## src/verilog/lc3_pkg.sv

```systemverilog
package lc3_pkg;

    localparam int word_width = 16;

    typedef logic [word_width-1:0] word_t;
    typedef logic [2:0] reg_addr_t;

    // instruction bits 15:12
    typedef enum logic [3:0] {
        op_br   = 4'b0000,
        op_add  = 4'b0001,
        op_ld   = 4'b0010,
        op_st   = 4'b0011,
        op_and  = 4'b0101,
        op_not  = 4'b1001,
        op_jmp  = 4'b1100,
        op_lea  = 4'b1110,
        op_trap = 4'b1111
    } opcode_t;

    typedef enum logic [2:0] {
        st_fetch,
        st_fetch_wait,
        st_decode,
        st_exec,
        st_mem_wait,
        st_halt
    } state_t;

    typedef enum logic [1:0] {
        res_alu,
        res_mem,
        res_addr,
        res_pc
    } result_sel_t;

    typedef enum logic [1:0] {alu_add, alu_and, alu_not} alu_op_t;

    typedef enum logic [1:0] {pc_increment, pc_address, pc_register} pc_sel_t;

endpackage

```

## src/verilog/lc3_register_file.sv

```systemverilog
module lc3_register_file (
    input  logic               clock,
    input  logic               reset,
    input  logic               write_enable,
    input  lc3_pkg::reg_addr_t write_addr,
    input  lc3_pkg::reg_addr_t read_addr_a,
    input  lc3_pkg::reg_addr_t read_addr_b,
    input  lc3_pkg::word_t     write_data,
    output lc3_pkg::word_t     read_data_a,
    output lc3_pkg::word_t     read_data_b
);

    lc3_pkg::word_t registers [8];

    always_ff @(posedge clock) begin
        if (reset) begin
            for (int i = 0; i < 8; i++) begin
                registers[i] <= '0;
            end
        end else if (write_enable) begin
            registers[write_addr] <= write_data;
        end
    end

    // no bypass so a write shows up next cycle
    assign read_data_a = registers[read_addr_a];
    assign read_data_b = registers[read_addr_b];

endmodule

```

## src/verilog/lc3_alu.sv

```systemverilog
module lc3_alu (
    input  lc3_pkg::alu_op_t alu_op,
    input  lc3_pkg::word_t   operand_a,
    input  lc3_pkg::word_t   operand_b,
    input  lc3_pkg::word_t   pc,
    input  lc3_pkg::word_t   instruction,
    input  logic             use_immediate,
    output lc3_pkg::word_t   result,
    output lc3_pkg::word_t   address
);

    lc3_pkg::word_t imm5;
    lc3_pkg::word_t offset9;
    lc3_pkg::word_t operand_b_sel;

    assign imm5 = {{11{instruction[4]}}, instruction[4:0]};
    assign offset9 = {{7{instruction[8]}}, instruction[8:0]};
    assign operand_b_sel = use_immediate ? imm5 : operand_b;

    always_comb begin
        case (alu_op)
            lc3_pkg::alu_add: result = operand_a + operand_b_sel;
            lc3_pkg::alu_and: result = operand_a & operand_b_sel;
            lc3_pkg::alu_not: result = ~operand_a;
            default:          result = operand_a;
        endcase
    end

    // pc here is already the incremented one
    assign address = pc + offset9;

endmodule

```

## src/verilog/lc3_memory_port.sv

```systemverilog
module lc3_memory_port (
    input  logic           clock,
    input  logic           reset,
    input  logic           req_start,
    input  logic           req_write,
    input  logic           req_use_pc,
    input  lc3_pkg::word_t pc,
    input  lc3_pkg::word_t effective_address,
    input  lc3_pkg::word_t store_data,
    output logic           req_done,
    output lc3_pkg::word_t rsp_data,
    output logic           mem_valid,
    output logic           mem_write,
    output lc3_pkg::word_t mem_addr,
    output lc3_pkg::word_t mem_wdata,
    input  logic           mem_ready,
    input  logic           mem_rdata_valid,
    input  lc3_pkg::word_t mem_rdata
);

    logic read_pending;

    always_ff @(posedge clock) begin
        if (reset) begin
            mem_valid <= 1'b0;
            mem_write <= 1'b0;
            read_pending <= 1'b0;
            req_done <= 1'b0;
        end else begin
            req_done <= 1'b0;
            if (req_start) begin
                mem_valid <= 1'b1;
                mem_write <= req_write;
            end else if (mem_valid && mem_ready) begin
                mem_valid <= 1'b0;
                mem_write <= 1'b0;
                if (mem_write) begin
                    req_done <= 1'b1; // write done at transfer
                end else begin
                    read_pending <= 1'b1;
                end
            end
            if (read_pending && mem_rdata_valid) begin
                read_pending <= 1'b0;
                req_done <= 1'b1;
            end
        end
    end

    always_ff @(posedge clock) begin
        if (req_start) begin
            mem_addr <= req_use_pc ? pc : effective_address;
            mem_wdata <= store_data;
        end
        if (read_pending && mem_rdata_valid) begin
            rsp_data <= mem_rdata;
        end
    end

    stalled_request_stable: assert property (@(posedge clock) disable iff (reset)
        mem_valid && !mem_ready |=>
            mem_valid && $stable(mem_addr) && $stable(mem_write) && $stable(mem_wdata));

endmodule

```

## src/verilog/lc3_datapath.sv

```systemverilog
module lc3_datapath #(
    parameter lc3_pkg::word_t start_address = 16'h3000
) (
    input  logic                 clock,
    input  logic                 reset,
    input  logic                 load_ir,
    input  logic                 load_pc,
    input  logic                 load_reg,
    input  logic                 load_flags,
    input  lc3_pkg::pc_sel_t     pc_sel,
    input  lc3_pkg::result_sel_t result_sel,
    input  lc3_pkg::alu_op_t     alu_op,
    input  lc3_pkg::reg_addr_t   dest_reg,
    input  lc3_pkg::reg_addr_t   src_a_reg,
    input  lc3_pkg::reg_addr_t   src_b_reg,
    input  logic                 use_immediate,
    input  lc3_pkg::word_t       rsp_data,
    output lc3_pkg::word_t       instruction,
    output logic [2:0]           flags,
    output lc3_pkg::word_t       pc,
    output lc3_pkg::word_t       effective_address,
    output lc3_pkg::word_t       store_data
);

    lc3_pkg::word_t read_data_a;
    lc3_pkg::word_t read_data_b;
    lc3_pkg::word_t alu_result;
    lc3_pkg::word_t result;
    lc3_pkg::word_t pc_next;

    always_comb begin
        case (result_sel)
            lc3_pkg::res_mem:  result = rsp_data;
            lc3_pkg::res_addr: result = effective_address;
            default:           result = alu_result;
        endcase
    end

    always_comb begin
        case (pc_sel)
            lc3_pkg::pc_address:  pc_next = effective_address; // taken branch
            lc3_pkg::pc_register: pc_next = read_data_a;       // jmp
            default:              pc_next = pc + 16'd1;
        endcase
    end

    always_ff @(posedge clock) begin
        if (reset) begin
            pc <= start_address;
            instruction <= '0;
            flags <= 3'b010;
        end else begin
            if (load_pc) begin
                pc <= pc_next;
            end
            if (load_ir) begin
                instruction <= rsp_data;
            end
            if (load_flags) begin
                flags <= {result[15], result == '0, !result[15] && result != '0};
            end
        end
    end

    assign store_data = read_data_a;

    lc3_register_file u_register_file (
        .clock        (clock),
        .reset        (reset),
        .write_enable (load_reg),
        .write_addr   (dest_reg),
        .read_addr_a  (src_a_reg),
        .read_addr_b  (src_b_reg),
        .write_data   (result),
        .read_data_a  (read_data_a),
        .read_data_b  (read_data_b)
    );

    lc3_alu u_alu (
        .alu_op        (alu_op),
        .operand_a     (read_data_a),
        .operand_b     (read_data_b),
        .pc            (pc),
        .instruction   (instruction),
        .use_immediate (use_immediate),
        .result        (alu_result),
        .address       (effective_address)
    );

endmodule

```

## src/verilog/lc3_control.sv

```systemverilog
module lc3_control (
    input  logic                 clock,
    input  logic                 reset,
    input  lc3_pkg::word_t       instruction,
    input  logic [2:0]           flags,
    input  logic                 req_done,
    output logic                 req_start,
    output logic                 req_write,
    output logic                 req_use_pc,
    output logic                 load_ir,
    output logic                 load_pc,
    output logic                 load_reg,
    output logic                 load_flags,
    output lc3_pkg::pc_sel_t     pc_sel,
    output lc3_pkg::result_sel_t result_sel,
    output lc3_pkg::alu_op_t     alu_op,
    output lc3_pkg::reg_addr_t   dest_reg,
    output lc3_pkg::reg_addr_t   src_a_reg,
    output lc3_pkg::reg_addr_t   src_b_reg,
    output logic                 use_immediate,
    output logic                 halted
);

    lc3_pkg::state_t  state;
    lc3_pkg::state_t  next_state;
    lc3_pkg::opcode_t opcode;
    logic             branch_taken;

    assign opcode = lc3_pkg::opcode_t'(instruction[15:12]);
    assign branch_taken = |(instruction[11:9] & flags); // any nzp bit matches

    assign dest_reg = instruction[11:9];
    assign src_a_reg = (opcode == lc3_pkg::op_st) ? instruction[11:9] : instruction[8:6];
    assign src_b_reg = instruction[2:0];
    assign use_immediate = instruction[5];
    assign halted = (state == lc3_pkg::st_halt);

    always_comb begin
        case (opcode)
            lc3_pkg::op_and: alu_op = lc3_pkg::alu_and;
            lc3_pkg::op_not: alu_op = lc3_pkg::alu_not;
            default:         alu_op = lc3_pkg::alu_add;
        endcase
    end

    always_ff @(posedge clock) begin
        if (reset) begin
            state <= lc3_pkg::st_fetch;
        end else begin
            state <= next_state;
        end
    end

    always_comb begin
        next_state = state;
        req_start = 1'b0;
        req_write = 1'b0;
        req_use_pc = 1'b0;
        load_ir = 1'b0;
        load_pc = 1'b0;
        load_reg = 1'b0;
        load_flags = 1'b0;
        pc_sel = lc3_pkg::pc_increment;
        result_sel = lc3_pkg::res_alu;
        case (state)
            lc3_pkg::st_fetch: begin
                req_start = 1'b1;
                req_use_pc = 1'b1;
                next_state = lc3_pkg::st_fetch_wait;
            end
            lc3_pkg::st_fetch_wait: begin
                if (req_done) begin // ir and pc+1 on the same edge
                    load_ir = 1'b1;
                    load_pc = 1'b1;
                    next_state = lc3_pkg::st_decode;
                end
            end
            lc3_pkg::st_decode: begin
                case (opcode)
                    lc3_pkg::op_br, lc3_pkg::op_add, lc3_pkg::op_ld, lc3_pkg::op_st,
                    lc3_pkg::op_and, lc3_pkg::op_not, lc3_pkg::op_jmp, lc3_pkg::op_lea: begin
                        next_state = lc3_pkg::st_exec;
                    end
                    lc3_pkg::op_trap: next_state = lc3_pkg::st_halt;
                    default:          next_state = lc3_pkg::st_fetch; // no-op
                endcase
            end
            lc3_pkg::st_exec: begin
                next_state = lc3_pkg::st_fetch;
                case (opcode)
                    lc3_pkg::op_add, lc3_pkg::op_and, lc3_pkg::op_not: begin
                        load_reg = 1'b1;
                        load_flags = 1'b1;
                    end
                    lc3_pkg::op_lea: begin
                        load_reg = 1'b1; // flags untouched
                        result_sel = lc3_pkg::res_addr;
                    end
                    lc3_pkg::op_br: begin
                        load_pc = branch_taken;
                        pc_sel = lc3_pkg::pc_address;
                    end
                    lc3_pkg::op_jmp: begin
                        load_pc = 1'b1;
                        pc_sel = lc3_pkg::pc_register;
                    end
                    lc3_pkg::op_ld: begin
                        req_start = 1'b1;
                        next_state = lc3_pkg::st_mem_wait;
                    end
                    lc3_pkg::op_st: begin
                        req_start = 1'b1;
                        req_write = 1'b1;
                        next_state = lc3_pkg::st_mem_wait;
                    end
                    default: begin
                    end
                endcase
            end
            lc3_pkg::st_mem_wait: begin
                result_sel = lc3_pkg::res_mem;
                if (req_done) begin
                    load_reg = (opcode == lc3_pkg::op_ld);
                    load_flags = (opcode == lc3_pkg::op_ld);
                    next_state = lc3_pkg::st_fetch;
                end
            end
            lc3_pkg::st_halt: begin
            end
            default: next_state = lc3_pkg::st_fetch;
        endcase
    end

    // once halted the core stays quiet
    halt_is_final: assert property (@(posedge clock) disable iff (reset)
        state == lc3_pkg::st_halt |=> state == lc3_pkg::st_halt && !req_start);

    no_reg_and_pc_load: assert property (@(posedge clock) disable iff (reset)
        !(load_reg && load_pc));

endmodule

```

## src/verilog/lc3_core.sv

```systemverilog
module lc3_core #(
    parameter lc3_pkg::word_t start_address = 16'h3000
) (
    input  logic           clock,
    input  logic           reset,
    output logic           mem_valid,
    output logic           mem_write,
    output lc3_pkg::word_t mem_addr,
    output lc3_pkg::word_t mem_wdata,
    input  logic           mem_ready,
    input  logic           mem_rdata_valid,
    input  lc3_pkg::word_t mem_rdata,
    output logic           halted
);

    lc3_pkg::word_t       instruction;
    logic [2:0]           flags;
    logic                 req_start;
    logic                 req_write;
    logic                 req_use_pc;
    logic                 req_done;
    lc3_pkg::word_t       rsp_data;
    logic                 load_ir;
    logic                 load_pc;
    logic                 load_reg;
    logic                 load_flags;
    lc3_pkg::pc_sel_t     pc_sel;
    lc3_pkg::result_sel_t result_sel;
    lc3_pkg::alu_op_t     alu_op;
    lc3_pkg::reg_addr_t   dest_reg;
    lc3_pkg::reg_addr_t   src_a_reg;
    lc3_pkg::reg_addr_t   src_b_reg;
    logic                 use_immediate;
    lc3_pkg::word_t       pc;
    lc3_pkg::word_t       effective_address;
    lc3_pkg::word_t       store_data;

    lc3_control u_control (
        .clock         (clock),
        .reset         (reset),
        .instruction   (instruction),
        .flags         (flags),
        .req_done      (req_done),
        .req_start     (req_start),
        .req_write     (req_write),
        .req_use_pc    (req_use_pc),
        .load_ir       (load_ir),
        .load_pc       (load_pc),
        .load_reg      (load_reg),
        .load_flags    (load_flags),
        .pc_sel        (pc_sel),
        .result_sel    (result_sel),
        .alu_op        (alu_op),
        .dest_reg      (dest_reg),
        .src_a_reg     (src_a_reg),
        .src_b_reg     (src_b_reg),
        .use_immediate (use_immediate),
        .halted        (halted)
    );

    lc3_datapath #(
        .start_address (start_address)
    ) u_datapath (
        .clock             (clock),
        .reset             (reset),
        .load_ir           (load_ir),
        .load_pc           (load_pc),
        .load_reg          (load_reg),
        .load_flags        (load_flags),
        .pc_sel            (pc_sel),
        .result_sel        (result_sel),
        .alu_op            (alu_op),
        .dest_reg          (dest_reg),
        .src_a_reg         (src_a_reg),
        .src_b_reg         (src_b_reg),
        .use_immediate     (use_immediate),
        .rsp_data          (rsp_data),
        .instruction       (instruction),
        .flags             (flags),
        .pc                (pc),
        .effective_address (effective_address),
        .store_data        (store_data)
    );

    lc3_memory_port u_memory_port (
        .clock             (clock),
        .reset             (reset),
        .req_start         (req_start),
        .req_write         (req_write),
        .req_use_pc        (req_use_pc),
        .pc                (pc),
        .effective_address (effective_address),
        .store_data        (store_data),
        .req_done          (req_done),
        .rsp_data          (rsp_data),
        .mem_valid         (mem_valid),
        .mem_write         (mem_write),
        .mem_addr          (mem_addr),
        .mem_wdata         (mem_wdata),
        .mem_ready         (mem_ready),
        .mem_rdata_valid   (mem_rdata_valid),
        .mem_rdata         (mem_rdata)
    );

endmodule

```

## config.mk

```make
export PLATFORM = sky130hd
export DESIGN_NAME = lc3_core
export DESIGN_NICKNAME = d
export VERILOG_FILES = /design/src/verilog/lc3_pkg.sv /design/src/verilog/lc3_register_file.sv /design/src/verilog/lc3_alu.sv /design/src/verilog/lc3_memory_port.sv /design/src/verilog/lc3_datapath.sv /design/src/verilog/lc3_control.sv /design/src/verilog/lc3_core.sv
export SDC_FILE = /design/constraint.sdc
export NUM_CORES = 1
export LEC_CHECK = 0
export BUFFER_PORTS_ARGS = -buffer_cell sky130_fd_sc_hd__buf_2
export CAP_MARGIN = 20
export CORE_ASPECT_RATIO = 1.2
export CORE_MARGIN = 2
export CORE_UTILIZATION = 30
export CTS_BUF_LIST = sky130_fd_sc_hd__clkbuf_2 sky130_fd_sc_hd__clkbuf_4 sky130_fd_sc_hd__clkbuf_8
export CTS_CLUSTER_DIAMETER = 60
export DETAILED_ROUTE_END_ITERATION = 10
export GPL_TIMING_DRIVEN = 0
export PLACE_DENSITY = 0.48
export RECOVER_POWER = 25
export SYNTH_ARGS = -nofsm -noshare
export SYNTH_HDL_FRONTEND = slang
export SYNTH_SLANG_ARGS = --single-unit
```

## constraint.sdc

```tcl
create_clock -name clock -period 7.2 [get_ports clock]
set_clock_uncertainty 0.1 [all_clocks]
set_input_delay 0.72 -clock clock [delete_from_list [all_inputs] [get_ports clock]]
set_output_delay 0.72 -clock clock [all_outputs]
set_load 0.005 [all_outputs]
```

* Word-level counts from Yosys, hierarchy flattened
Memories as Yosys holds them, arrays and structs flattened. A register that Yosys moved wholly into a read port is not among the register bits.
Cells that the tools add are included.
** Storage, ports and cells
- Register bits :: 90
- Memory bits (writable) :: 128
- Bits in read-only memories :: 48
- Input port bits :: 20
- Output and inout bits :: 35
- Logic and storage cells :: 108
- Memories kept :: 2
** Memories
- u_datapath.u_register_file.registers :: depth 8, width 16, read ports 2, clocked after Yosys merged registers in 1, wr ports 8, RTL line lc3_register_file.sv:13 : lc3_pkg::word_t registers [8];
- (no name shown) :: depth 16, width 3, read ports 1, clocked after Yosys merged registers in 1, wr ports 0, RTL line lc3_control.sv:79 : case (opcode)
** Cells by class
- $add $sub $neg :: 3
- Equality and inequality tests :: 20
- Multiplexer cells :: 48
- Bitwise gates (word level) :: 6
- Reduce and logical (&&, ||, !) cells :: 18
** Operators by type and width (number)
- 16-bit one-hot mux with 2 select lines :: 2
- 16-bit two-way mux :: 3
- 16-bit one-hot mux with 3 select lines :: 1
- 16-bit adder :: 2
- 1-bit two-way mux :: 22
- 3-bit two-way mux :: 7
- 3-bit one-hot mux with 6 select lines :: 1
- 16-bit by 1-bit adder with 16-bit output, second input constant :: 1
- 16-bit AND :: 1
- 16-bit zero test :: 1
- 16-bit inverter :: 1
- 16-bit nonzero test :: 1
- 16-bit OR reduction :: 1
- 4-bit == test, second input constant :: 3
- 2-bit one-hot mux with 2 select lines :: 3
- 1-bit one-hot mux with 2 select lines :: 5
- 4-bit by 2-bit == test with 1-bit output, second input constant :: 2
- 4-bit two-way mux :: 2
- 2-bit by 1-bit == test with 1-bit output, second input constant :: 3
- 2-bit == test, second input constant :: 3
- 3-bit by 2-bit == test with 1-bit output, second input constant :: 2
- 3-bit == test, second input constant :: 2
- 3-bit AND reduction :: 2
- 3-bit OR reduction :: 2
- 15 further kinds :: 22

* Logic depth before layout (Yosys ltp)
Gate-level depths: netlist of run 1.
- Depth after elaboration :: 9
- Mapped depth :: 24
- Depth with buffers taken out :: 19

* Hierarchy
Synthesis of run 1 repeated with hierarchy kept, for this count alone.
** Second synthesis, totals
- Cells, all modules :: 1169
- Area, all modules :: 13640.6 um^2
** By module, submodules not included
- lc3_register_file :: times used 1, cells each 430, area each 6975.4 um^2, seq. area each 3843.7 um^2
- lc3_datapath :: times used 1, cells each 276, area each 2215.9 um^2, seq. area each 700.7 um^2
- lc3_alu :: times used 1, cells each 310, area each 2122.0 um^2, seq. area each 0.0 um^2
- lc3_memory_port :: times used 1, cells each 84, area each 1788.0 um^2, seq. area each 1521.5 um^2
- lc3_control :: times used 1, cells each 69, area each 539.3 um^2, seq. area each 60.1 um^2

* Worst setup path before layout of run 1
OpenSTA, ideal clock, no wires.
- Path type :: register -> register
- Start :: register u_datapath.instruction[15]
- End :: register u_datapath.flags[1]
- Setup time :: 0.059 ns
- Data arrival time :: 4.808 ns
- Required time :: 7.041 ns
- Slack :: 2.233 ns
- Stages on the path, launching flop included :: 20
- Buffers on the path :: 4
- Period minus slack after synthesis :: 4.967 ns
- Path through :: dfxtp_1 -> buf_6 -> and4bb_4 -> mux2i_2 -> buf_4 -> buf_4 -> buf_6 -> mux2i_1 -> o221ai_1 -> ha_1 -> fa_1 -> a21o_1 -> a21o_1 -> a31oi_1 -> a211oi_1 -> or3_1 -> a31oi_4 -> or4b_1 -> nor3_2 -> a31o_1
** Between the ends
- Word-level cells in the longest chain between the ends :: 7
- Elaborated cells on any way between the ends :: 26
- Classes of those cells :: 1 x add/sub; 10 x eq/ne; 9 x mux; 2 x bitwise; 3 x reduce/logical; 1 x memory
** Ends and longest elaborated chain
- start: declaration :: RTL line lc3_datapath.sv:18 : output lc3_pkg::word_t instruction,
- start signal: assignment :: RTL line lc3_datapath.sv:57 : instruction <= rsp_data;
- 4-bit by 2-bit == test with 1-bit output * :: RTL line lc3_control.sv:33 : assign src_a_reg = (opcode == lc3_pkg::op_st) ? instruction[11:9] : instruction[8:6];
- 3-bit two-way mux * :: RTL line lc3_control.sv:33
- memory read 8 x 16 bit *
- named net store_data[0] :: RTL line lc3_core.sv:36 : lc3_pkg::word_t store_data;
- 16-bit adder, or another cell as far along :: RTL line lc3_alu.sv:22 : lc3_pkg::alu_add: result = operand_a + operand_b_sel;
- 16-bit one-hot mux with 3 select lines * :: RTL line lc3_alu.sv:21 : case (alu_op)
- 16-bit one-hot mux with 2 select lines * :: RTL line lc3_datapath.sv:32 : case (result_sel)
- 16-bit zero test * :: RTL line lc3_datapath.sv:60 : flags <= {result[15], result == '0, !result[15] && result != '0};
- end signal: assignment :: RTL line lc3_datapath.sv:60
- end: declaration :: RTL line lc3_datapath.sv:19 : output logic [2:0] flags,
Mark *: on every way through the listed nets, which the timed path passes. The rest lies on a longest branch.
A chain may end at the register's enable or synchronous reset.

* Final worst setup path of run 1
- Start :: register u_datapath.instruction[12]
- End :: register u_datapath.flags[1]
The elaborated chain is that of the path after synthesis.

==> impl_metrics.csv, run 1 <==
group,metric,value,unit
synth,synthCells,1294,
place,dp_hpwl,35100,um
layout,nets,1458,
setup_path,crit_end_element,"register",
synth,synth.cell_area,13300,um2
grt,via_count_of_the_first_global_routing_pass,10978,
worst_hold_path,timing.hold.worst.start,"mem_rdata[12]",
cts,cts.hold.buffers_added,0,
synth,yosys.area.top_type,"edfxtp_1",
layout,fill_cells,4445,
layout,fin_cells,1991,
detailed_routing,drtAntennaViolNets,0,
power,design_power_total,3040,uW
detailed_routing,routed_via_density,5.48,
worst_hold_path,hold_path_end,"u_memory_port.rsp_data[12]",
layout,synthToLayoutAreaGrowth,15.1,%
power,power_frac_comb,9.1,%
floorplan,initial_cell_density_of_the_core,30.4,%
setup_path,reg2reg_from,"u_datapath.instruction[12]",
timing,period_utilisation_layout,94.5,%
cts,insertion_delay_to_the_later_sink_of_the_worst_skew_pair,0.60,ns
cts,cts_made_buffers,42,
setup_path,crit_arrival,7.23,ns
synth,synthMostInstantiatedCell,"nor2_1",
setup_path,critPathKind,"register to register",
timing,relSlewSlack,22.8,%
power,clockPowerShare,42.8,%
setup_path,timing.critical_path.from_type,"register",
cts,ctsRootBufferMaster,"clkbuf_8",
place,dp_cells,1914,
grt,remaining_overflow_grt,0,
detailed_routing,detail_route.iter0.violations,671,
power,power_switching_share,25.8,%
synth,synth-edff-count,176,
synth,dominantRegCellSynth,"edfxtp_1",
detailed_routing,detailedRoute.firstPassIterationCount,5,
worst_hold_path,hp-class,"input port to register",
synth,synth_seq_area_share,47.0,%
synth,netlist_top_cells_count,"nor2_1 (205), edfxtp_1 (176), nand2_1 (133)",
setup_path,timing.critical_path.fanout_max,10,
floorplan,die-height,234,um
setup_path,crit-reg2reg-capture,"u_datapath.flags[1]",
cts,clkTransAtPathRegs,0.06,ns
synth,synth.top_cell.area_share,39.8,%
synth,post_synth_num_cell_types,85,
timing,setup_viol,0,
worst_hold_path,worstHoldPathCells,1,
setup_path,worst_ep_required_time,7.63,ns
place,dpl-instance-area,14400,um2
floorplan,core_area,43700,um2
floorplan,die_x,196,um
detailed_routing,routedWlPerCell,23.7,um
power,power_density,199,nW/um2
place,port_buffers,53,
setup_path,r2r_setup_slack,0.40,ns
outcome,status,"complete, no violations",
power,share_seq_of_total_power,48.0,%
setup_path,worstRegToRegCells,22,
cts,cts_tree,"built",
synth,postSynthRegisterBits,224,
floorplan,core.rowCount,84,
synth,synth_area_leaders,"edfxtp_1 (40%), dfxtp_1 (7.2%), nor2_1 (5.8%)",
grt,grt_max_degree,25,
power,p_switching,784,uW
layout,drive_gt1_share,14.7,%
timing,slew_violations,0,
timing,setup_repair_after_global_routing_missed_its_margin,"false",
timing,post_route_minimum_period,6.80,ns
layout,n_antenna_cell,0,
synth,ys_warn_count,0,
power,leakagePower,0.00572,uW
synth,synth_area_per_cell,10.3,um2
power,vdd_drop_max,0.107,mV
grt,grt_first_pass_wirelength,69900,um
detailed_routing,routed_wl,47100,um
timing,timing.setup.tns,0,ns
floorplan,io-pin-count,55,
synth,syn_nets,1349,
flow_run,maxCapViolations,0,
layout,finalInstanceArea,15300,um2
synth,asyncSetResetFlopFracSynth,0,%
detailed_routing,vias,10907,
power,p_int,2250,uW
cts,cts.sink_count,224,
grt,grt_util_all_layers,20.6,%
timing,finalHoldViolations,0,
detailed_routing,drc_errors,0,
grt,initial_antenna_violation_count,0,
cts,ctsLongestPathBuffers,3,
cts,cts_setup_buffers,0,
cts,post_cts.resized_instances,0,
floorplan,die-area,46000,um2
timing,max_freq,147,MHz
timing,worst-slew-pin-transition,1.16,ns
place,weighted_congestion_reported_at_the_end_of_routability_driven_placement,0.951,
cts,clock_tree.htree_level_count,2,
==> per-stage QoR <==
| stage | utilization, % | hold slack (ns) | setup WS (ns) |
|---|---|---|---|
| after floorplan | - | 0.353 | 2.23 |
| after global placement | 32.6 | 0.374 | 0.457 |
| after detailed placement | 32.9 | 0.381 | 0.455 |
| after CTS | 34.9 | 0.165 | 0.439 |
| after global routing | 35.0 | 0.174 | 0.0200 |
| final | 35.0 | 0.196 | 0.397 |
==> per-layer routing <==
| layer | GRT usage [%] | part of all wire, % |
|---|---|---|
| met1 | 24.2 | 40 |
| met2 | 37.8 | 51 |
| met3 | 2.89 | 4.9 |
| met4 | 8.97 | 4.0 |
| met5 | 0 | 0 |
==> critical path: stages, from the launching register on <==
cell and delay [ns]:
dfxtp_1 0.52, and4bb_4 0.32, buf_8 0.16, mux2i_1 0.23, clkbuf_1 0.62, clkbuf_1 0.59
a211oi_1 0.18, a31oi_1 0.27, a21oi_1 0.16, inv_1 0.22, ha_1 0.27, clkbuf_1 0.19
nand2_1 0.18, nor2_1 0.06, nor2_1 0.15, o22ai_1 0.12, a222oi_1 0.34, o211ai_1 0.18
a211oi_2 0.78, nand3_1 0.14, or4b_1 0.54, nor3_2 0.23, a31o_1 0.17
==> layout by cell type, fill, tap and decap left out, drive strengths merged, types with 22 or more instances in the layout <==
cell type / n
a21oi: 70
nor2b: 25
mux2i: 51
a22oi: 24
a211oi: 37
mux2: 22
nor2: 205
clkbuf: 150
dfxtp: 48
nand2b: 28
mux4: 34
ha: 33
nand2: 133
edfxtp: 176
buf: 63
o21ai: 52
==> registers in the layout, indices dropped and copies added, names as in the netlist, named ones only <==
name / count
u_memory_port.mem_addr: 16
u_datapath.pc: 16
u_datapath.flags: 3
u_memory_port.mem_valid: 1
u_memory_port.mem_wdata: 16
u_datapath.instruction: 16
u_control.state: 3
u_memory_port.rsp_data: 16
u_memory_port.read_pending: 1
u_memory_port.req_done: 1
u_datapath.u_register_file.registers: 128
u_memory_port.mem_write: 1
==> cell type report <==
class / count / area, um2 / share of cell area [%]
Sequential cell: 224 / 6250 / 40.9
Timing Repair Buffer: 65 / 440 / 2.88
Buffer: 91 / 427 / 2.79
Clock inverter: 16 / 154 / 1.01
Tap cell: 559 / 699 / 4.58
Clock buffer: 57 / 709 / 4.64
Inverter: 17 / 63.8 / 0.418
Multi-Input combinational cell: 962 / 6540 / 42.8
==> power groups by stage <==
stage	clock (uW)	sequential [uW]	combinational (uW)
2_1_floorplan	0	1480	165
3_3_place_gp	0	1480	265
3_5_place_dp	0	1480	277
4_1_cts	1330	1460	279
5_1_grt	1380	1460	301
6_report	1300	1460	277
==> worst max path at each step <==
stage                                     from                  end  slack, ns  cells past startpoint
floorplan           u_datapath.instruction[15]  u_datapath.flags[1]       2.23                     19
CTS                 u_datapath.instruction[12]  u_datapath.flags[1]       0.44                     22
detailed placement   u_datapath.instruction[8]  u_datapath.flags[0]       0.45                     19
global placement    u_datapath.instruction[12]  u_datapath.flags[0]       0.46                     18
global route        u_datapath.instruction[12]  u_datapath.flags[1]       0.02                     22
finish              u_datapath.instruction[12]  u_datapath.flags[1]       0.40                     22
==> cell families (layout without fill, tap and decap cells) <==
logic type	Yosys count	in the layout	share of synthesized area (%)
xor gates and xnor gates	17	17	1.12
and+or+nand+nor	509	509	17.8
AOI/OAI and AO/OA	293	293	15.2
adders and majority gates	36	36	3.50
DFF	224	224	47.0
buffers and inverters	108	246	3.69
muxes	107	107	11.6
Power figures use the tool's default switching activity.
==> run 2, diff against run 1 <==
Settings changed: CORE_UTILIZATION 30 to 55, PLACE_DENSITY 0.48 to 0.75.
==> run 2 against run 1 <==
Worst hold slack better by 0.050 ns. Worst setup slack better by 0.13 ns. Maximum frequency is 2.0% higher. Register-to-register slack better by 0.13 ns. Largest power group unchanged. Critical path type unchanged. Cell area is 3.8% lower. Critical endpoint unchanged. Sequential share of layout area is 1.6 points higher. Clock power is 14% lower. Sequential power hardly changed. Clock-buffer cell count is 11 lower. Via count is 4.0% higher.
==> impl_metrics.csv, run 2 (synthesized netlist as in run 1, its figures left out) <==
group,metric,value,unit
detailed_routing,routed_wl,42000,um
cts,cts.hold.buffers_added,0,
grt,remaining_overflow_grt,0,
layout,regMostFlops,"u_datapath.u_register_file.registers",
place,dp_cells,1669,
power,clockPowerShare,39.5,%
timing,setup_viol,0,
power,design_power_total,2840,uW
cts,post_cts.resized_instances,0,
power,power_frac_comb,9.2,%
timing,minimum_setup_slack_in_the_final_design,0.527,ns
setup_path,worst_ep_required_time,7.59,ns
power,leakagePower,0.00561,uW
timing,setup_repair_after_global_routing_missed_its_margin,"false",
detailed_routing,detail_route.iter0.violations,1238,
detailed_routing,routedWlPerCell,24.2,um
timing,timing.setup.tns,0,ns
place,weighted_congestion_reported_at_the_end_of_routability_driven_placement,0.994,
timing,slew_violations,0,
detailed_routing,drtAntennaViolNets,0,
setup_path,timing.critical_path.from_type,"register",
detailed_routing,drc_errors,0,
worst_hold_path,worstHoldPathCells,1,
setup_path,worstRegToRegCells,19,
layout,mostFrequentLayoutCell,"nor2_1",
detailed_routing,vias,11342,
place,port_buffers,53,
grt,grt_util_all_layers,32.7,%
cts,insertion_delay_to_the_later_sink_of_the_worst_skew_pair,0.56,ns
place,dp_hpwl,30300,um
timing,finalHoldViolations,0,
floorplan,core.rowCount,62,
power,p_switching,722,uW
layout,n_antenna_cell,0,
floorplan,initial_cell_density_of_the_core,55.8,%
timing,relSlewSlack,4.93,%
cts,ctsRootBufferMaster,"clkbuf_8",
floorplan,die-area,25400,um2
cts,cts.sink_count,224,
flow_run,maxCapViolations,0,
grt,gr-usage-met3,5.35,%
power,vdd_drop_max,0.201,mV
power,power_switching_share,25.4,%
place,detailedPlace.worstSlack,0.692,ns
floorplan,core_area,23800,um2
timing,finalHoldWorstSlack,0.246,ns
floorplan,die_x,146,um
setup_path,timing.critical_path.fanout_max,10,
timing,max_freq,150,MHz
detailed_routing,routed_via_density,6.53,
setup_path,crit_arrival,7.07,ns
layout,synthToLayoutAreaGrowth,10.7,%
grt,global_route.peak_usage_layer,"met2",
floorplan,io-pin-count,55,
power,p_int,2120,uW
cts,cts_made_buffers,38,
grt,via_count_of_the_first_global_routing_pass,11061,
worst_hold_path,hp-class,"input port to register",
setup_path,critPathKind,"register to register",
power,share_seq_of_total_power,51.3,%
grt,grt_max_degree,27,
setup_path,reg2reg_from,"u_datapath.instruction[8]",
setup_path,crit_end_element,"register",
floorplan,die-height,174,um
grt,global_route.usage.met2,55.1,%
layout,most-common-layout-cells,"nor2_1 (205), edfxtp_1 (176), nand2_1 (133)",
layout,drive_gt1_share,14.0,%
outcome,status,"complete, no violations",
grt,initial_antenna_violation_count,0,
timing,period_utilisation_layout,92.7,%
layout,largest_register_ffs,128,
cts,cts_tree,"built",
cts,clkTransAtPathRegs,0.06,ns
layout,fin_cells,1737,
timing,worst-slew-pin-transition,1.43,ns
cts,cts_setup_buffers,0,
power,power_density,193,nW/um2
layout,fill_cells,2050,
grt,globalRouteMet1Util,39.3,%
worst_hold_path,timing.hold.worst.start,"mem_rdata[2]",
setup_path,startpoint,"u_datapath.instruction[8]",
grt,grt_first_pass_wirelength,63200,um
timing,post_route_minimum_period,6.67,ns
layout,nets,1447,
detailed_routing,detailedRoute.firstPassIterationCount,6,
cts,ctsLongestPathBuffers,3,
cts,clock_tree.htree_level_count,2,
[run 2: final timing paths]
check	endpoint	slack [ns]
worst max-delay path	u_datapath.flags[1]	0.53
worst min-delay path	u_memory_port.rsp_data[2]	0.25
worst max register to register	u_datapath.flags[1]	0.53
worst min register to register	u_control.state[0]	0.38
[run 2: cell type report]
| type | instances | area (um2) | share of cell area (%) |
|---|---|---|---|
| Multi-Input combinational cell | 962 | 6540 | 44.5 |
| Inverter | 17 | 63.8 | 0.434 |
| Sequential cell | 224 | 6250 | 42.5 |
| Tap cell | 320 | 400 | 2.72 |
| Timing Repair Buffer | 58 | 303 | 2.06 |
| Clock buffer | 46 | 608 | 4.14 |
| Buffer | 91 | 427 | 2.90 |
| Clock inverter | 19 | 113 | 0.766 |
[run 2: power groups by stage]
| stage | registers, uW | clock network, uW | logic [uW] |
|---|---|---|---|
| after floorplan | 1480 | 0 | 165 |
| after global placement | 1480 | 0 | 251 |
| after detailed placement | 1480 | 0 | 258 |
| after CTS | 1460 | 1130 | 259 |
| after global routing | 1460 | 1190 | 281 |
| final | 1460 | 1120 | 262 |
[run 2: worst max-delay path, stage by stage, from the launching register on]
cell	delay, ns
dfxtp_1	0.53
clkbuf_1	0.49
mux2i_4	0.25
buf_6	0.22
buf_4	0.19
a32oi_1	0.18
a21oi_1	0.09
a31oi_1	0.15
o221ai_1	0.44
ha_1	0.46
fa_1	0.47
a21o_1	0.21
a21o_1	0.26
a31oi_1	0.33
nand2_1	0.22
a211oi_2	0.82
nand3_1	0.18
or4b_1	0.58
nor3_2	0.23
a31o_1	0.18
[run 2: routing by layer]
metal  share of wire (%)  vias to the layer above
met5                   0                        -
met1                  36                     5435
met4                 6.7                        0
met3                 9.3                      188
met2                  48                      687
li1                    -                     5032
[run 2: stage by stage]
step / cell area [um2] / util (%)
4_1_cts: 14700 / 61.7
3_5_place_dp: 14000 / 58.7
6_report: 14700 / 61.7
3_3_place_gp: 13900 / 58.5
5_1_grt: 14700 / 61.7
2_1_floorplan: 13300 / -
==> run 3, diff against run 2 <==
Settings changed: BUFFER_PORTS_ARGS -buffer_cell sky130_fd_sc_hd__buf_2 to -buffer_cell sky130_fd_sc_hd__buf_4.
==> run 3 against run 2 <==
Worst hold slack improved by 0.031 ns. Clock-buffer cell count rose by 2. Utilization rose by 0.75 points. Sequential power barely moved. Flip-flop and latch count did not move. First-iteration DRC count rose by 2.7%. Via count fell by 1.0%. Combinational power rose by 3%.
==> impl_metrics.csv, run 3 (synthesized netlist as in run 1, its figures left out) <==
group,metric,value,unit
timing,worst-slew-pin-transition,1.36,ns
timing,relSlewSlack,9.07,%
floorplan,die_x,146,um
cts,ctsRootBufferMaster,"clkbuf_8",
place,port_buffers,53,
layout,n_antenna_cell,0,
cts,cts.hold.buffers_added,0,
power,share_seq_of_total_power,50.5,%
grt,remaining_overflow_grt,0,
timing,setup_viol,0,
layout,fill_cells,2036,
timing,setup_repair_after_global_routing_missed_its_margin,"false",
floorplan,io-pin-count,55,
setup_path,reg2reg_from,"u_datapath.instruction[12]",
power,p_switching,735,uW
power,power_switching_share,25.5,%
layout,finalInstanceArea,14900,um2
setup_path,worstRegToRegCells,22,
power,vdd_drop_max,0.191,mV
layout,sequential_cell_area,6250,um2
place,dp_hpwl,30200,um
grt,initial_antenna_violation_count,0,
place,dp_cells,1669,
timing,max_freq,150,MHz
power,p_int,2150,uW
timing,period_utilisation_layout,92.6,%
place,detailedPlace.worstSlack,0.776,ns
layout,most-common-layout-cells,"nor2_1 (205), edfxtp_1 (176), nand2_1 (133)",
detailed_routing,routed_via_density,6.45,
floorplan,die-area,25400,um2
cts,cts.sink_count,224,
cts,clock_tree.htree_level_count,2,
cts,cts_made_buffers,38,
timing,finalHoldViolations,0,
setup_path,critPathKind,"register to register",
outcome,status,"complete, no violations",
worst_hold_path,worstHoldPathCells,1,
setup_path,worst_ep_required_time,7.50,ns
setup_path,crit_end_element,"register",
grt,via_count_of_the_first_global_routing_pass,11276,
place,dpl-instance-area,14100,um2
flow_run,maxCapViolations,0,
power,power_frac_comb,9.4,%
layout,multi_input_gate_area_in_the_final_layout,6540,um2
timing,slew_violations,0,
cts,clkTransAtPathRegs,0.07,ns
timing,timing.setup.tns,0,ns
grt,grt_util_all_layers,32.7,%
layout,fin_cells,1741,
setup_path,crit_arrival,6.96,ns
worst_hold_path,hp-class,"input port to register",
detailed_routing,drc_errors,0,
cts,ctsLongestPathBuffers,3,
floorplan,core.rowCount,62,
power,leakagePower,0.00569,uW
setup_path,timing.critical_path.from_type,"register",
detailed_routing,routedWlPerCell,24.0,um
grt,grt_first_pass_wirelength,63300,um
floorplan,die-height,174,um
floorplan,core_area,23800,um2
layout,nets,1447,
layout,regMostFlops,"u_datapath.u_register_file.registers",
layout,synthToLayoutAreaGrowth,12.1,%
cts,insertion_delay_to_the_later_sink_of_the_worst_skew_pair,0.54,ns
detailed_routing,detailedRoute.firstPassIterationCount,7,
place,weighted_congestion_reported_at_the_end_of_routability_driven_placement,0.987,
worst_hold_path,hold_path_end,"u_memory_port.rsp_data[3]",
layout,mostFrequentLayoutCell,"nor2_1",
setup_path,r2r_setup_slack,0.53,ns
setup_path,crit-reg2reg-capture,"u_datapath.flags[0]",
detailed_routing,detail_route.iter0.violations,1272,
detailed_routing,routed_wl,41800,um
timing,finalHoldWorstSlack,0.277,ns
cts,cts_tree,"built",
cts,post_cts.resized_instances,0,
cts,cts_setup_buffers,0,
power,power_density,194,nW/um2
timing,minimum_setup_slack_in_the_final_design,0.534,ns
grt,grt_max_degree,27,
layout,largest_register_ffs,128,
detailed_routing,vias,11229,
floorplan,initial_cell_density_of_the_core,55.8,%
setup_path,timing.critical_path.fanout_max,10,
detailed_routing,drtAntennaViolNets,0,
layout,drive_gt1_share,15.3,%
power,clockPowerShare,40.1,%
worst_hold_path,timing.hold.worst.start,"mem_rdata[3]",
timing,post_route_minimum_period,6.67,ns
==> run 3: cell types whose count changed in the layout (fill, tap and decap cells not counted), sizes merged <==
cell,change
buf,-33
clkbuf,+35
clkinv,+2
==> run 3: how the worst max path moves through the flow <==
| stage | from | end | slack [ns] | depth (start not counted) |
|---|---|---|---|---|
| after floorplan | u_datapath.instruction[15] | u_datapath.flags[1] | 2.23 | 19 |
| after global placement | u_datapath.instruction[13] | u_datapath.flags[0] | 0.84 | 22 |
| after detailed placement | u_datapath.instruction[12] | u_datapath.flags[0] | 0.78 | 22 |
| after CTS | u_datapath.instruction[12] | u_datapath.flags[1] | 0.76 | 22 |
| after global routing | u_datapath.instruction[12] | u_datapath.flags[1] | 0.30 | 22 |
| final | u_datapath.instruction[12] | u_datapath.flags[0] | 0.53 | 22 |
==> run 3: layer usage <==
layer | up-vias | global-route usage [%] | routed length, um
met4 | 0 | 20.6 | 2700
met5 | - | 0 | 0
met1 | 5387 | 38.8 | 15200
met2 | 634 | 54.9 | 20200
met3 | 183 | 6.12 | 3650
li1 | 5025 | - | -
==> run 3: area by class of cell <==
type,count,share of cell area (%)
tap,320,2.69
clock buffer,48,4.23
timing repair buffer,58,3.01
inverter,17,0.429
multi-input combinational,962,44.0
clock inverter,21,0.832
buffer,91,2.87
sequential,224,42.0
==> run 3: critical path: stages, from the launching register on <==
cell,delay [ns]
dfxtp_1,0.52
and4bb_4,0.32
buf_8,0.16
mux2i_1,0.23
clkbuf_1,0.60
clkbuf_1,0.58
a211oi_1,0.16
a211oi_1,0.32
a21oi_1,0.12
inv_1,0.18
ha_1,0.25
clkbuf_1,0.19
nand2_1,0.17
nor2_1,0.06
nor2_1,0.18
o22ai_1,0.11
a222oi_1,0.32
o211ai_1,0.16
a211oi_2,0.74
nand3_1,0.14
or4b_1,0.54
nor3_2,0.25
o41ai_1,0.10
==> run 3: per-stage QoR <==
step | total power (uW) | utilization (%)
finish | 2880 | 62.5
global route | 2970 | 62.5
CTS | 2880 | 62.4
detailed placement | 1750 | 59.2
global placement | 1740 | 59.1
floorplan | 1640 | -
==> run 3: power by group through the flow <==
| stage | Clock, uW | Combinational, uW | Sequential (uW) |
|---|---|---|---|
| 3_3_place_gp | 0 | 262 | 1480 |
| 4_1_cts | 1150 | 269 | 1460 |
| 3_5_place_dp | 0 | 268 | 1480 |
| 2_1_floorplan | 0 | 165 | 1480 |
| 5_1_grt | 1220 | 291 | 1460 |
| 6_report | 1160 | 271 | 1460 |
